===== config.mk =====
export PLATFORM = sky130hd
export DESIGN_NAME = csr_top
export DESIGN_NICKNAME = d
export VERILOG_FILES = /design/src/rtl/csr_types_pkg.sv /design/src/rtl/csr_bus_pkg.sv /design/src/rtl/csr_top.sv /design/src/rtl/csr_read_mux.sv /design/src/rtl/csr_regfile.sv /design/src/rtl/csr_trap_ctrl.sv /design/src/rtl/csr_addr_decode.sv
export VERILOG_INCLUDE_DIRS = /design/src /design/src/rtl
export SDC_FILE = /design/constraint.sdc
export NUM_CORES = 1
export LEC_CHECK = 0
export BUFFER_PORTS_ARGS = -buffer_cell sky130_fd_sc_hd__buf_2
export CAP_MARGIN = 10
export CORE_MARGIN = 1.5
export CORE_UTILIZATION = 35
export CTS_CLUSTER_SIZE = 8
export DETAILED_ROUTE_END_ITERATION = 16
export PLACE_DENSITY = 0.59
export SYNTH_ARGS = -nofsm -noshare
export SYNTH_HDL_FRONTEND = slang
export SYNTH_SLANG_ARGS = --single-unit

===== constraint.sdc =====
create_clock -name clk -period 3 [get_ports clk]
set_clock_uncertainty 0.05 [all_clocks]
set_input_delay 0.15 -clock clk [delete_from_list [all_inputs] [get_ports clk]]
set_output_delay 0.15 -clock clk [all_outputs]
set_load 0.05 [all_outputs]

===== src/rtl/csr_consts.svh =====
// CSR constants for the RV32 machine/supervisor/user hart
// Architectural addresses, identity values and field widths
`ifndef CSR_CONSTS_SVH
`define CSR_CONSTS_SVH

`define CSR_XLEN    32
`define CSR_CAUSE_W 4

// -------------------------------------------------------------------------
// Supervisor trap setup and handling
`define CSR_ADDR_SSTATUS   12'h100
`define CSR_ADDR_STVEC     12'h105
`define CSR_ADDR_SSCRATCH  12'h140
`define CSR_ADDR_SEPC      12'h141
`define CSR_ADDR_SCAUSE    12'h142
`define CSR_ADDR_STVAL     12'h143

// -------------------------------------------------------------------------
// Machine trap setup and handling
`define CSR_ADDR_MSTATUS   12'h300
`define CSR_ADDR_MISA      12'h301
`define CSR_ADDR_MEDELEG   12'h302
`define CSR_ADDR_MTVEC     12'h305
`define CSR_ADDR_MSCRATCH  12'h340
`define CSR_ADDR_MEPC      12'h341
`define CSR_ADDR_MCAUSE    12'h342
`define CSR_ADDR_MTVAL     12'h343

// Counters and machine information, all in the read-only region
`define CSR_ADDR_CYCLE     12'hc00
`define CSR_ADDR_CYCLEH    12'hc80
`define CSR_ADDR_MVENDORID 12'hf11
`define CSR_ADDR_MARCHID   12'hf12
`define CSR_ADDR_MIMPID    12'hf13
`define CSR_ADDR_MHARTID   12'hf14

// MXL=1 (32 bit), extension I only
`define CSR_MISA_VALUE     32'h4000_0100
`define CSR_VENDOR_ID      32'h0000_0000
`define CSR_ARCH_ID        32'h0000_0000
`define CSR_IMPL_ID        32'h0000_0000
`define CSR_HART_ID        32'h0000_0000

`endif

===== src/rtl/csr_types_pkg.sv =====
// CSR architectural types
// Data words, privilege levels, mstatus layout and register selects
`include "csr_consts.svh"

package csr_types_pkg;

    typedef logic [`CSR_XLEN-1:0]    word_t;
    typedef logic [11:0]             csr_addr_t;
    typedef logic [`CSR_CAUSE_W-1:0] exc_code_t;

    // Encoding 2 is reserved
    typedef enum logic [1:0] {
        PRIV_U = 2'd0,
        PRIV_S = 2'd1,
        PRIV_M = 2'd3
    } priv_e;

    // mstatus, fields at their architectural positions
    typedef struct packed {
        logic [8:0] rsvd_31_23;
        logic       tsr;
        logic [8:0] rsvd_21_13;
        logic [1:0] mpp;
        logic [1:0] rsvd_10_9;
        logic       spp;
        logic       mpie;
        logic       rsvd_6;
        logic       spie;
        logic       rsvd_4;
        logic       mie;
        logic       rsvd_2;
        logic       sie;
        logic       rsvd_0;
    } status_t;

    typedef enum logic [4:0] {
        SEL_NONE,
        SEL_MSTATUS, SEL_MISA, SEL_MEDELEG, SEL_MTVEC, SEL_MSCRATCH,
        SEL_MEPC, SEL_MCAUSE, SEL_MTVAL,
        SEL_SSTATUS, SEL_STVEC, SEL_SSCRATCH, SEL_SEPC, SEL_SCAUSE, SEL_STVAL,
        SEL_CYCLE, SEL_CYCLEH,
        SEL_MVENDORID, SEL_MARCHID, SEL_MIMPID, SEL_MHARTID
    } csr_sel_e;

endpackage


===== src/rtl/csr_bus_pkg.sv =====
// CSR request and update structs
// Carried between the top level, trap control and the register file
`include "csr_consts.svh"

package csr_bus_pkg;
    import csr_types_pkg::*;

    // CSR instruction write
    typedef struct packed {
        logic      valid;
        csr_addr_t addr;
        word_t     data;
    } csr_wr_t;

    // Exception raised by the pipeline
    typedef struct packed {
        logic      valid;
        exc_code_t cause;
        word_t     tval;
        word_t     pc;
    } trap_req_t;

    // mret or sret, priv is the level being returned from
    typedef struct packed {
        logic  valid;
        priv_e priv;
    } xret_req_t;

    // Privilege and status update for a trap or a return
    typedef struct packed {
        logic    valid;
        logic    to_s;
        priv_e   next_priv;
        status_t next_status;
    } trap_upd_t;

endpackage


===== src/rtl/csr_top.sv =====
// CSR file top level
// Wires address decode, trap control, register file and read mux together
`include "csr_consts.svh"

module csr_top
    import csr_types_pkg::*;
    import csr_bus_pkg::*;
(
    input  logic      clk,
    input  logic      rst,
    input  csr_addr_t rd_addr,
    output word_t     rd_data,
    output logic      rd_illegal,
    input  csr_wr_t   wr,
    input  trap_req_t trap,
    input  xret_req_t xret,
    output word_t     next_pc,
    output priv_e     priv,
    output status_t   mstatus,
    output logic      tsr
);

    csr_sel_e                rd_sel;
    csr_sel_e                wr_sel;
    trap_upd_t               upd;
    word_t                   medeleg;
    word_t                   mtvec;
    word_t                   stvec;
    word_t                   mepc;
    word_t                   sepc;
    word_t                   mscratch;
    word_t                   sscratch;
    word_t                   mtval;
    word_t                   stval;
    exc_code_t               mcause;
    exc_code_t               scause;
    logic [2*`CSR_XLEN-1:0]  cycle;

    assign tsr = mstatus.tsr;

    // Decode stage
    csr_addr_decode i_decode (
        .rd_addr    (rd_addr),
        .wr_addr    (wr.addr),
        .wr_valid   (wr.valid),
        .priv       (priv),
        .rd_sel     (rd_sel),
        .wr_sel     (wr_sel),
        .rd_illegal (rd_illegal)
    );

    // Execute stage
    csr_trap_ctrl i_trap_ctrl (
        .trap    (trap),
        .xret    (xret),
        .priv    (priv),
        .status  (mstatus),
        .medeleg (medeleg),
        .mtvec   (mtvec),
        .stvec   (stvec),
        .mepc    (mepc),
        .sepc    (sepc),
        .upd     (upd),
        .next_pc (next_pc)
    );

    csr_regfile i_regfile (
        .clk      (clk),
        .rst      (rst),
        .wr_sel   (wr_sel),
        .wr_data  (wr.data),
        .trap     (trap),
        .upd      (upd),
        .priv     (priv),
        .status   (mstatus),
        .medeleg  (medeleg),
        .mtvec    (mtvec),
        .stvec    (stvec),
        .mepc     (mepc),
        .sepc     (sepc),
        .mscratch (mscratch),
        .sscratch (sscratch),
        .mtval    (mtval),
        .stval    (stval),
        .mcause   (mcause),
        .scause   (scause),
        .cycle    (cycle)
    );

    // Result stage
    csr_read_mux i_read_mux (
        .rd_sel   (rd_sel),
        .status   (mstatus),
        .medeleg  (medeleg),
        .mtvec    (mtvec),
        .stvec    (stvec),
        .mepc     (mepc),
        .sepc     (sepc),
        .mscratch (mscratch),
        .sscratch (sscratch),
        .mtval    (mtval),
        .stval    (stval),
        .mcause   (mcause),
        .scause   (scause),
        .cycle    (cycle),
        .rd_data  (rd_data)
    );

endmodule


===== src/rtl/csr_read_mux.sv =====
// CSR read mux
// Selects and formats the read data, including masked and constant views
`include "csr_consts.svh"

module csr_read_mux
    import csr_types_pkg::*;
(
    input  csr_sel_e               rd_sel,
    input  status_t                status,
    input  word_t                  medeleg,
    input  word_t                  mtvec,
    input  word_t                  stvec,
    input  word_t                  mepc,
    input  word_t                  sepc,
    input  word_t                  mscratch,
    input  word_t                  sscratch,
    input  word_t                  mtval,
    input  word_t                  stval,
    input  exc_code_t              mcause,
    input  exc_code_t              scause,
    input  logic [2*`CSR_XLEN-1:0] cycle,
    output word_t                  rd_data
);

    status_t sstatus_view;

    always_comb begin
        // Supervisor view shows spp, spie and sie only
        sstatus_view      = '0;
        sstatus_view.spp  = status.spp;
        sstatus_view.spie = status.spie;
        sstatus_view.sie  = status.sie;

        case (rd_sel)
            SEL_MSTATUS:   rd_data = status;
            SEL_MISA:      rd_data = `CSR_MISA_VALUE;
            SEL_MEDELEG:   rd_data = medeleg;
            SEL_MTVEC:     rd_data = mtvec;
            SEL_MSCRATCH:  rd_data = mscratch;
            SEL_MEPC:      rd_data = mepc;
            SEL_MCAUSE:    rd_data = word_t'(mcause);
            SEL_MTVAL:     rd_data = mtval;
            SEL_SSTATUS:   rd_data = sstatus_view;
            SEL_STVEC:     rd_data = stvec;
            SEL_SSCRATCH:  rd_data = sscratch;
            SEL_SEPC:      rd_data = sepc;
            SEL_SCAUSE:    rd_data = word_t'(scause);
            SEL_STVAL:     rd_data = stval;
            SEL_CYCLE:     rd_data = cycle[`CSR_XLEN-1:0];
            SEL_CYCLEH:    rd_data = cycle[2*`CSR_XLEN-1:`CSR_XLEN];
            SEL_MVENDORID: rd_data = `CSR_VENDOR_ID;
            SEL_MARCHID:   rd_data = `CSR_ARCH_ID;
            SEL_MIMPID:    rd_data = `CSR_IMPL_ID;
            SEL_MHARTID:   rd_data = `CSR_HART_ID;
            default:       rd_data = '0;
        endcase
    end

endmodule


===== src/rtl/csr_regfile.sv =====
// CSR register file
// Holds all CSR state and the cycle counter, applies trap updates and writes
`include "csr_consts.svh"

module csr_regfile
    import csr_types_pkg::*;
    import csr_bus_pkg::*;
(
    input  logic                    clk,
    input  logic                    rst,
    input  csr_sel_e                wr_sel,
    input  word_t                   wr_data,
    input  trap_req_t               trap,
    input  trap_upd_t               upd,
    output priv_e                   priv,
    output status_t                 status,
    output word_t                   medeleg,
    output word_t                   mtvec,
    output word_t                   stvec,
    output word_t                   mepc,
    output word_t                   sepc,
    output word_t                   mscratch,
    output word_t                   sscratch,
    output word_t                   mtval,
    output word_t                   stval,
    output exc_code_t               mcause,
    output exc_code_t               scause,
    output logic [2*`CSR_XLEN-1:0]  cycle
);

    status_t wr_status;
    status_t status_wr_next;

    // ---------------------------------------------------------------------
    // Status write masking
    always_comb begin
        wr_status      = status_t'(wr_data);
        status_wr_next = status;

        if (wr_sel == SEL_MSTATUS) begin
            status_wr_next.tsr  = wr_status.tsr;
            status_wr_next.mpie = wr_status.mpie;
            status_wr_next.mie  = wr_status.mie;
            // Reserved mpp encoding keeps the old value
            if (wr_status.mpp != 2'b10) begin
                status_wr_next.mpp = wr_status.mpp;
            end
        end

        // Fields shared by the mstatus and sstatus views
        if (wr_sel == SEL_MSTATUS || wr_sel == SEL_SSTATUS) begin
            status_wr_next.spp  = wr_status.spp;
            status_wr_next.spie = wr_status.spie;
            status_wr_next.sie  = wr_status.sie;
        end
    end

    // ---------------------------------------------------------------------
    // State registers
    always_ff @(posedge clk) begin
        if (rst) begin
            priv     <= PRIV_M;
            status   <= '0;
            medeleg  <= '0;
            mtvec    <= '0;
            stvec    <= '0;
            mepc     <= '0;
            sepc     <= '0;
            mscratch <= '0;
            sscratch <= '0;
            mtval    <= '0;
            stval    <= '0;
            mcause   <= '0;
            scause   <= '0;
            cycle    <= '0;
        end else begin
            cycle <= cycle + 1'b1;

            if (upd.valid) begin
                // Trap or return wins, any write this cycle is lost
                priv   <= upd.next_priv;
                status <= upd.next_status;
                if (trap.valid && upd.to_s) begin
                    sepc   <= trap.pc;
                    scause <= trap.cause;
                    stval  <= trap.tval;
                end else if (trap.valid) begin
                    mepc   <= trap.pc;
                    mcause <= trap.cause;
                    mtval  <= trap.tval;
                end
            end else begin
                status <= status_wr_next;
                case (wr_sel)
                    SEL_MEDELEG:  medeleg  <= wr_data;
                    SEL_MTVEC:    mtvec    <= wr_data;
                    SEL_STVEC:    stvec    <= wr_data;
                    SEL_MEPC:     mepc     <= wr_data;
                    SEL_SEPC:     sepc     <= wr_data;
                    SEL_MSCRATCH: mscratch <= wr_data;
                    SEL_SSCRATCH: sscratch <= wr_data;
                    SEL_MTVAL:    mtval    <= wr_data;
                    SEL_STVAL:    stval    <= wr_data;
                    SEL_MCAUSE:   mcause   <= wr_data[`CSR_CAUSE_W-1:0];
                    SEL_SCAUSE:   scause   <= wr_data[`CSR_CAUSE_W-1:0];
                    default:      ;
                endcase
            end
        end
    end

endmodule


===== src/rtl/csr_trap_ctrl.sv =====
// CSR trap control
// Next privilege, edited status and redirect target for traps and returns
`include "csr_consts.svh"

module csr_trap_ctrl
    import csr_types_pkg::*;
    import csr_bus_pkg::*;
(
    input  trap_req_t trap,
    input  xret_req_t xret,
    input  priv_e     priv,
    input  status_t   status,
    input  word_t     medeleg,
    input  word_t     mtvec,
    input  word_t     stvec,
    input  word_t     mepc,
    input  word_t     sepc,
    output trap_upd_t upd,
    output word_t     next_pc
);

    logic    to_s;
    priv_e   next_priv;
    status_t next_status;

    always_comb begin
        to_s        = 1'b0;
        next_priv   = priv;
        next_status = status;
        next_pc     = '0;

        if (trap.valid) begin
            // Delegated causes go to S, everything else to M
            to_s = medeleg[trap.cause];
            if (to_s) begin
                next_priv       = PRIV_S;
                next_status.spp = priv[0];
                next_pc         = {stvec[`CSR_XLEN-1:2], 2'b00};
            end else begin
                next_priv       = PRIV_M;
                next_status.mpp = priv;
                next_pc         = {mtvec[`CSR_XLEN-1:2], 2'b00};
            end
        end else if (xret.valid) begin
            if (xret.priv == PRIV_M) begin
                // mret
                next_priv       = priv_e'(status.mpp);
                next_status.mie = status.mpie;
                next_status.mpp = PRIV_U;
                next_pc         = mepc;
            end else begin
                // sret; no uret, so any other level returns through sepc
                next_priv       = status.spp ? PRIV_S : PRIV_U;
                next_status.sie = status.spie;
                next_status.spp = 1'b0;
                next_pc         = sepc;
            end
        end
    end

    // ---------------------------------------------------------------------
    // Update record for the register file
    always_comb begin
        upd.valid       = trap.valid | xret.valid;
        upd.to_s        = to_s;
        upd.next_priv   = next_priv;
        upd.next_status = next_status;
    end

endmodule


===== src/rtl/csr_addr_decode.sv =====
// CSR address decode
// Turns read and write addresses into register selects with access checks
`include "csr_consts.svh"

module csr_addr_decode
    import csr_types_pkg::*;
(
    input  csr_addr_t rd_addr,
    input  csr_addr_t wr_addr,
    input  logic      wr_valid,
    input  priv_e     priv,
    output csr_sel_e  rd_sel,
    output csr_sel_e  wr_sel,
    output logic      rd_illegal
);

    function automatic csr_sel_e decode_sel(csr_addr_t addr);
        case (addr)
            `CSR_ADDR_MSTATUS:   return SEL_MSTATUS;
            `CSR_ADDR_MISA:      return SEL_MISA;
            `CSR_ADDR_MEDELEG:   return SEL_MEDELEG;
            `CSR_ADDR_MTVEC:     return SEL_MTVEC;
            `CSR_ADDR_MSCRATCH:  return SEL_MSCRATCH;
            `CSR_ADDR_MEPC:      return SEL_MEPC;
            `CSR_ADDR_MCAUSE:    return SEL_MCAUSE;
            `CSR_ADDR_MTVAL:     return SEL_MTVAL;
            `CSR_ADDR_SSTATUS:   return SEL_SSTATUS;
            `CSR_ADDR_STVEC:     return SEL_STVEC;
            `CSR_ADDR_SSCRATCH:  return SEL_SSCRATCH;
            `CSR_ADDR_SEPC:      return SEL_SEPC;
            `CSR_ADDR_SCAUSE:    return SEL_SCAUSE;
            `CSR_ADDR_STVAL:     return SEL_STVAL;
            `CSR_ADDR_CYCLE:     return SEL_CYCLE;
            `CSR_ADDR_CYCLEH:    return SEL_CYCLEH;
            `CSR_ADDR_MVENDORID: return SEL_MVENDORID;
            `CSR_ADDR_MARCHID:   return SEL_MARCHID;
            `CSR_ADDR_MIMPID:    return SEL_MIMPID;
            `CSR_ADDR_MHARTID:   return SEL_MHARTID;
            default:             return SEL_NONE;
        endcase
    endfunction

    csr_sel_e rd_hit;
    csr_sel_e wr_hit;
    logic     rd_priv_ok;
    logic     wr_priv_ok;
    logic     wr_read_only;

    always_comb begin
        rd_hit = decode_sel(rd_addr);
        wr_hit = decode_sel(wr_addr);

        // Bits 9:8 give the lowest privilege allowed to touch the CSR
        rd_priv_ok   = rd_addr[9:8] <= priv;
        wr_priv_ok   = wr_addr[9:8] <= priv;
        wr_read_only = &wr_addr[11:10];

        rd_illegal = (rd_hit == SEL_NONE) || !rd_priv_ok;
        rd_sel     = rd_illegal ? SEL_NONE : rd_hit;

        if (wr_valid && wr_hit != SEL_NONE && !wr_read_only && wr_priv_ok) begin
            wr_sel = wr_hit;
        end else begin
            wr_sel = SEL_NONE;
        end
    end

endmodule


==> results of run 1 <==
-- path summary, 6_finish.rpt --
kind	cells past startpoint	to	slack (ps)
worst max-delay path	8	next_pc[28]	-400
worst min-delay path	4	i_regfile.priv[0]$_SDFFE_PP1N_	30
worst max register to register	11	i_regfile.mtval[12]$_SDFFE_PP0P_	0
worst min register to register	2	i_regfile.sscratch[31]$_SDFFE_PP0P_	400
-- state kept, by name (all words and copies together), names as in the netlist --
signal	flops
i_regfile.priv	2
i_regfile.mcause	4
i_regfile.scause	4
i_regfile.stval	32
i_regfile.mtval	32
i_regfile.mtvec	32
i_regfile.mepc	32
i_regfile.status	8
i_regfile.cycle	64
i_regfile.stvec	32
i_regfile.mscratch	32
i_regfile.medeleg	32
i_regfile.sepc	32
i_regfile.sscratch	32
-- metal layers --
layer | wire, µm | global-route usage (%) | up-vias
met4 | 4330 | 14.1 | 0
met1 | 32400 | 35.7 | 9599
met5 | 0 | 0 | -
li1 | - | - | 9032
met2 | 37800 | 45.4 | 1238
met3 | 8150 | 4.56 | 273
-- power by group --
group          internal (W)  switching [W]  leakage [nW]  total [W]
logic              0.000426       0.000697          6.04    0.00112
clock network       0.00307        0.00210         0.654    0.00517
registers           0.00500      0.0000747          3.00    0.00507
total               0.00849        0.00288          9.69     0.0114
-- critical path: stages, from the launching register on --
cell and delay (ps):
dfxtp_2 330, mux4_2 510, mux4_2 570, buf_6 170, buf_12 140, mux2_2 270, a222oi_1 320, inv_1 130
buf_6 180
-- Yosys cell counts, types with 5 or more instances --
cell | n | area, µm²
a211oi_1 | 107 | 803
a211oi_2 | 28 | 350
a21oi_1 | 244 | 1220
a221oi_1 | 40 | 350
a222oi_1 | 43 | 430
a22o_1 | 18 | 158
a22oi_1 | 17 | 128
a311oi_1 | 5 | 43.8
and2_1 | 38 | 238
and3_1 | 17 | 106
and4_1 | 7 | 61.3
buf_2 | 29 | 145
buf_4 | 30 | 225
clkbuf_1 | 138 | 518
dfxtp_1 | 370 | 7410
ha_1 | 5 | 62.6
inv_1 | 45 | 169
mux2_2 | 34 | 383
mux2i_1 | 76 | 761
mux4_2 | 5 | 113
nand2_1 | 397 | 1490
nand2b_1 | 7 | 43.8
nand3_1 | 41 | 205
nand4_1 | 39 | 244
nor2_1 | 264 | 991
nor2b_1 | 15 | 93.8
nor3_1 | 27 | 135
nor3b_1 | 8 | 60.1
nor4_1 | 6 | 37.5
o21a_1 | 7 | 52.6
o21ai_0 | 17 | 85.1
o22ai_1 | 11 | 68.8
o2bb2ai_1 | 13 | 114
or2_2 | 7 | 43.8
or3_1 | 20 | 125
or4_1 | 9 | 67.6
xnor2_1 | 28 | 245
xor2_1 | 31 | 272
-- per-stage QoR --
stage | std cells | worst slack (ps) | instance area, µm² | setup TNS (ps)
after global placement | 3217 | -344 | 22000 | -8580
after global routing | 3424 | -433 | 25900 | -21450
final | 3424 | -398 | 25900 | -17540
after detailed placement | 3217 | -311 | 22000 | -7620
after floorplan | 2332 | -128 | 18800 | -897
after CTS | 3390 | -391 | 25200 | -16260
-- cells by family (layout without fill, tap and decap cells) --
group | count (synthesis) | after routing
adder cells (fa/ha/maj) | 5 | 5
other | 1 | 25
AND/OR/NAND/NOR | 927 | 927
flip-flops | 370 | 370
AO/OA/AOI/OAI | 583 | 583
buffers and inverters | 249 | 652
multiplexers | 115 | 115
XOR/XNOR | 59 | 59
-- what timing repair did --
action / in CTS / in global routing
hold endpoints to repair: 287 / 0
setup endpoints to repair: 66 / 109
gates resized for setup: 169 / 68
gates cloned: 2 / 11
pin swaps: 31 / 43
hold buffers: 96 / 0
buffers inserted: 20 / 24
-- final cells by class --
| type | instances | area [µm²] |
|---|---|---|
| fill | 4892 | 26700 |
| timing repair buffer | 552 | 5280 |
| clock inverter | 1 | 7.51 |
| tap | 688 | 861 |
| inverter | 45 | 171 |
| sequential | 370 | 7420 |
| antenna | 1 | 2.50 |
| clock buffer | 54 | 1330 |
| multi-input combinational | 1713 | 10900 |
==> reports/results.tsv, run 1 <==
metric	value	unit
vias in the first global route	19165	
RePlAce Congestion	0.965	
Wirelength per Cell	24.1	µm
Tcrit/Tclk final	113	%
Final Max Tran Viols	0	
vias per cell	5.88	
Die Area	0.0547	mm²
DR vias	20142	
Synth Area in Compound Gates	22.0	%
Final ANT Viol Nets	0	
DIE WIDTH	234	µm
post-synth cell types	77	
Avg Cell Area, Syn	8.08	µm²
number of synthesized register bits	370	
Synth Area in Adders	0.335	%
number of port buffers	206	
Setup crit start	i_regfile.medeleg[9]$_SDFFE_PP0P_	
# setup viols final	62	
Top Ports	231	
CTS tree	yes	
endpoints failing hold	0	
initial DRC count	2544	
Die H	234	µm
total core area	0.0527	mm²
crit path launch type	register	
Clock Tree Buf Depth	3	
status	finished with violations	
failing checks	negative setup slack	
total global routing overflow	0	
GRT Util Overall	27.9	%
DRC Markers	0	
Worst Hold Launch	xret[1]	
largest net degree at the start of global routing	103	
Synth Area in XOR/XNOR	2.77	%
mux share of post-synthesis cell area	6.73	%
layout cells sized above 1	25.5	%
commonest cells after routing, fill and taps aside	nand2_1 (392), dfxtp_1 (361), nor2_1 (257), a21oi_1 (240), buf_4 (162)	
area grow syn2layout	39.0	%
top_reg_cell synth	dfxtp_1	
H-tree Lvls	2	
final worst slack	-398	ps
CP Max Fanout	9	
layout net count	2870	
Peak VDD IR	0.356	mV
EDFF count, synth	0	
initial antenna violation count	1	
final wirelength	82.6	mm
Least-Margin Pin Slew	932	ps
Reg clk slew, reported paths	60	ps
CTS Buf Count	52	
max cap viols	0	
power after layout	0.0114	W
Starting Density	35.4	%
Gate Count Post-Synth	2309	
clk sink count	370	
Final Util	49.3	%
Max-slew headroom	37.9	%
commonest non-fill, non-tap cell in the layout	nand2_1	
Tmin final	3400	ps
Power Density	438	mW/mm²
1st-pass router iterations	7	
CP endpoint kind	output pin	
Critical Path AT	3200	ps
Rows	84	
final hold slack	34.6	ps
synthesized area	0.0187	mm²
RSZ-0062 raised after global routing	true	
Req. time, crit path	2800	ps
first-pass GRT wire length	117	mm
asr flop ratio synth	0	%
Clock Latency Late Sink	580	ps
fmax	294	MHz
Static Leak	9.69	nW
fraction of the mapped netlist area in simple logic gates	22.6	%
critical setup path kind	register to output pin	
largest family of logic cells by synthesized area	simple AND/OR/NAND/NOR gates	
Ys Warns	0	
sequential area share after synthesis	39.7	%
R2R Path Start	i_regfile.medeleg[9]$_SDFFE_PP0P_	
Post-DP HPWL	54.2	mm
type of the worst min-delay path	primary input to register	
CTS Root Cell	clkbuf_16	
No activity file was read; power rests on OpenSTA's default activity.
==> run 2, diff against run 1 <==
--- a/config.mk
+++ b/config.mk
@@ -6,13 +6,14 @@
 export SDC_FILE = /design/constraint.sdc
 export NUM_CORES = 1
 export LEC_CHECK = 0
+export ABC_AREA = 1
 export BUFFER_PORTS_ARGS = -buffer_cell sky130_fd_sc_hd__buf_2
 export CAP_MARGIN = 10
 export CORE_MARGIN = 1.5
 export CORE_UTILIZATION = 35
 export CTS_CLUSTER_SIZE = 8
 export DETAILED_ROUTE_END_ITERATION = 16
-export PLACE_DENSITY = 0.59
+export PLACE_DENSITY = 0.58
 export SYNTH_ARGS = -nofsm -noshare
 export SYNTH_HDL_FRONTEND = slang
 export SYNTH_SLANG_ARGS = --single-unit
==> reports/results.tsv, run 2 <==
metric	value	unit
status	finished with violations	
failing checks	negative setup slack	
type of the worst min-delay path	primary input to register	
Peak VDD IR	0.426	mV
clk sink count	370	
Final Max Tran Viols	0	
top_reg_cell synth	dfxtp_1	
number of port buffers	206	
Avg Cell Area, Syn	6.47	µm²
CTS Buf Count	52	
Biggest register	i_regfile.cycle	
Die H	244	µm
Wirelength per Cell	20.6	µm
DR vias	23180	
RSZ-0062 raised after global routing	true	
layout cells sized above 1	19.3	%
Final ANT Viol Nets	0	
Die Area	0.0596	mm²
Clock Latency Late Sink	610	ps
area grow syn2layout	34.6	%
wire length on met2	37.1	mm
Power Density	440	mW/mm²
most frequent cell after synthesis	nor2_1	
met3 routed WL	8.69	mm
top cell type by total area after synthesis	dfxtp_1	
largest net degree at the start of global routing	140	
Clock Tree Buf Depth	3	
Post-Place Cells	4099	
first-pass GRT wire length	131	mm
initial antenna violation count	2	
GRT Util Overall	28.7	%
fin cells	4300	
final wirelength	88.6	mm
vias per cell	5.39	
Post-synth top cells	nor2_1 (588), nand2_1 (474), inv_1 (374), dfxtp_1 (370), o21ai_0 (303)	
share of the synthesized area in the top cell type	36.4	%
Ys Warns	0	
sequential area share after synthesis	36.4	%
Sw Pwr	0.00337	W
H-tree Lvls	2	
Max Used Layer	met4	
EDFF count, synth	0	
register share of total power	43.3	%
# setup viols final	32	
Clock Power Share	44.2	%
DRC Markers	0	
CP Max Fanout	9	
Rows	88	
initial DRC count	2814	
Gate Count Post-Synth	3147	
Top Ports	231	
Starting Density	35.3	%
Int Power	0.00868	W
Final Util	47.6	%
sw frac	28.0	%
max reg flops	64	
Post-DP HPWL	63.1	mm
commonest non-fill, non-tap cell in the layout	nor2_1	
layout net count	3663	
CTS tree	yes	
Max-slew headroom	25.2	%
wl on met1	39.9	mm
post-synth cell types	53	
synthesized area	0.0203	mm²
crit path launch type	register	
Static Leak	11.3	nW
Largest stage delay, worst path	330	ps
crit-path cells	inv_2, ha_4, nand2_2, a22oi_2, buf_6, o21bai_4, buf_12, nand2_4, nand4_1, buf_6, bufbuf_16, nor2_1, nor2_1, nand4_1, buf_12	
CP top delay family	buffers and inverters	
RePlAce Congestion	0.973	
final hold slack	19.9	ps
Reg clk slew, reported paths	50	ps
Least-Margin Pin Slew	1120	ps
vias in the first global route	20857	
max cap viols	0	
commonest cells after routing, fill and taps aside	nor2_1 (544), nand2_1 (449), inv_1 (368), dfxtp_1 (368), o21ai_0 (274)	
Tcrit/Tclk final	111	%
number of synthesized register bits	370	
CTS Root Cell	clkbuf_16	
share of power burned in combinational logic	12.5	%
final worst slack	-331	ps
critical setup path kind	register to output pin	
endpoints failing hold	0	
DIE WIDTH	244	µm
asr flop ratio synth	0	%
Buf/Inv on CP	6	
1st-pass router iterations	6	
Critical Path AT	3130	ps
top cells by area, synth	dfxtp_1 (36%), nor2_1 (11%), nand2_1 (8.7%)	
fmax	300	MHz
total global routing overflow	0	
total core area	0.0576	mm²
Req. time, crit path	2800	ps
Tmin final	3330	ps
CP endpoint kind	output pin	
CP max-delay cell	dfxtp_2	
-- run 2: area by class of cell --
type                       instances  area [µm²]
timing repair buffer             499        4650
sequential                       370        7410
clock buffer                      57        1330
multi-input combinational       2219       11500
inverter                         385        1460
fill                            5856       30200
tap                              765         957
antenna                            2        5.00
clock inverter                     3        47.5
-- run 2: worst paths after layout --
check	cells past startpoint	from	slack (ps)	to
worst max-delay path	15	i_regfile.priv[1]$_SDFFE_PP1N_	-330	rd_data[0]
worst min-delay path	5	trap[63]	20	i_regfile.mtval[31]$_SDFFE_PP0P_
worst max register to register	17	i_regfile.priv[1]$_SDFFE_PP1N_	140	i_regfile.mepc[28]$_SDFFE_PP0P_
worst min register to register	2	i_regfile.sscratch[2]$_SDFFE_PP0P_	410	i_regfile.sscratch[2]$_SDFFE_PP0P_
-- run 2: metrics by stage --
step | worst slack [ps] | instance area (µm²) | total power [W] | setup TNS, ps
global route | -426 | 27400 | 0.0124 | -10590
detailed placement | -240 | 23200 | 0.00660 | -1780
CTS | -329 | 26700 | 0.0120 | -7840
floorplan | 120 | 20400 | 0.00608 | 0
finish | -331 | 27400 | 0.0120 | -7910
global placement | -253 | 23200 | 0.00659 | -1910
-- run 2: timing repair --
action,CTS,global route
gates cloned,8,3
resized for setup,212,146
pin swaps,38,39
hold buffers,96,0
endpoints found under the setup margin,45,155
endpoints found under the hold margin,255,0
buffers inserted,24,13
-- run 2: worst register-to-register path, delay by kind of cell (launching register included) --
kind / cells / cell delay, ps
flops: 1 / 330
fa+ha+maj: 1 / 280
compound gates: 3 / 590
simple gates: 6 / 660
buf+inv: 7 / 840
-- run 2: layer usage --
layer  track usage (%)  up-vias
li1                  -    11064
met1              42.7    10758
met2              41.5     1204
met3              4.89      154
met4              8.99        0
met5                 0        -
-- run 2: power groups by stage --
stage               sequential, W  clock [W]  combinational, W
detailed placement        0.00530          0           0.00130
global placement          0.00530          0           0.00130
CTS                       0.00520    0.00537           0.00142
global route              0.00522    0.00556           0.00163
finish                    0.00521    0.00533           0.00151
floorplan                 0.00528          0          0.000804
-- run 2: kinds of logic (layout without fill, tap and decap cells) --
logic type      after synthesis  count (layout)  synth area share, %
buf+inv                     583             944                 12.0
compound gates              739             740                 20.5
xor+xnor                     13              13                0.560
simple gates               1436            1437                 30.2
other cells                   1              26               0.0184
fa+ha+maj                     5               5                0.307
flops                       370             370                 36.4
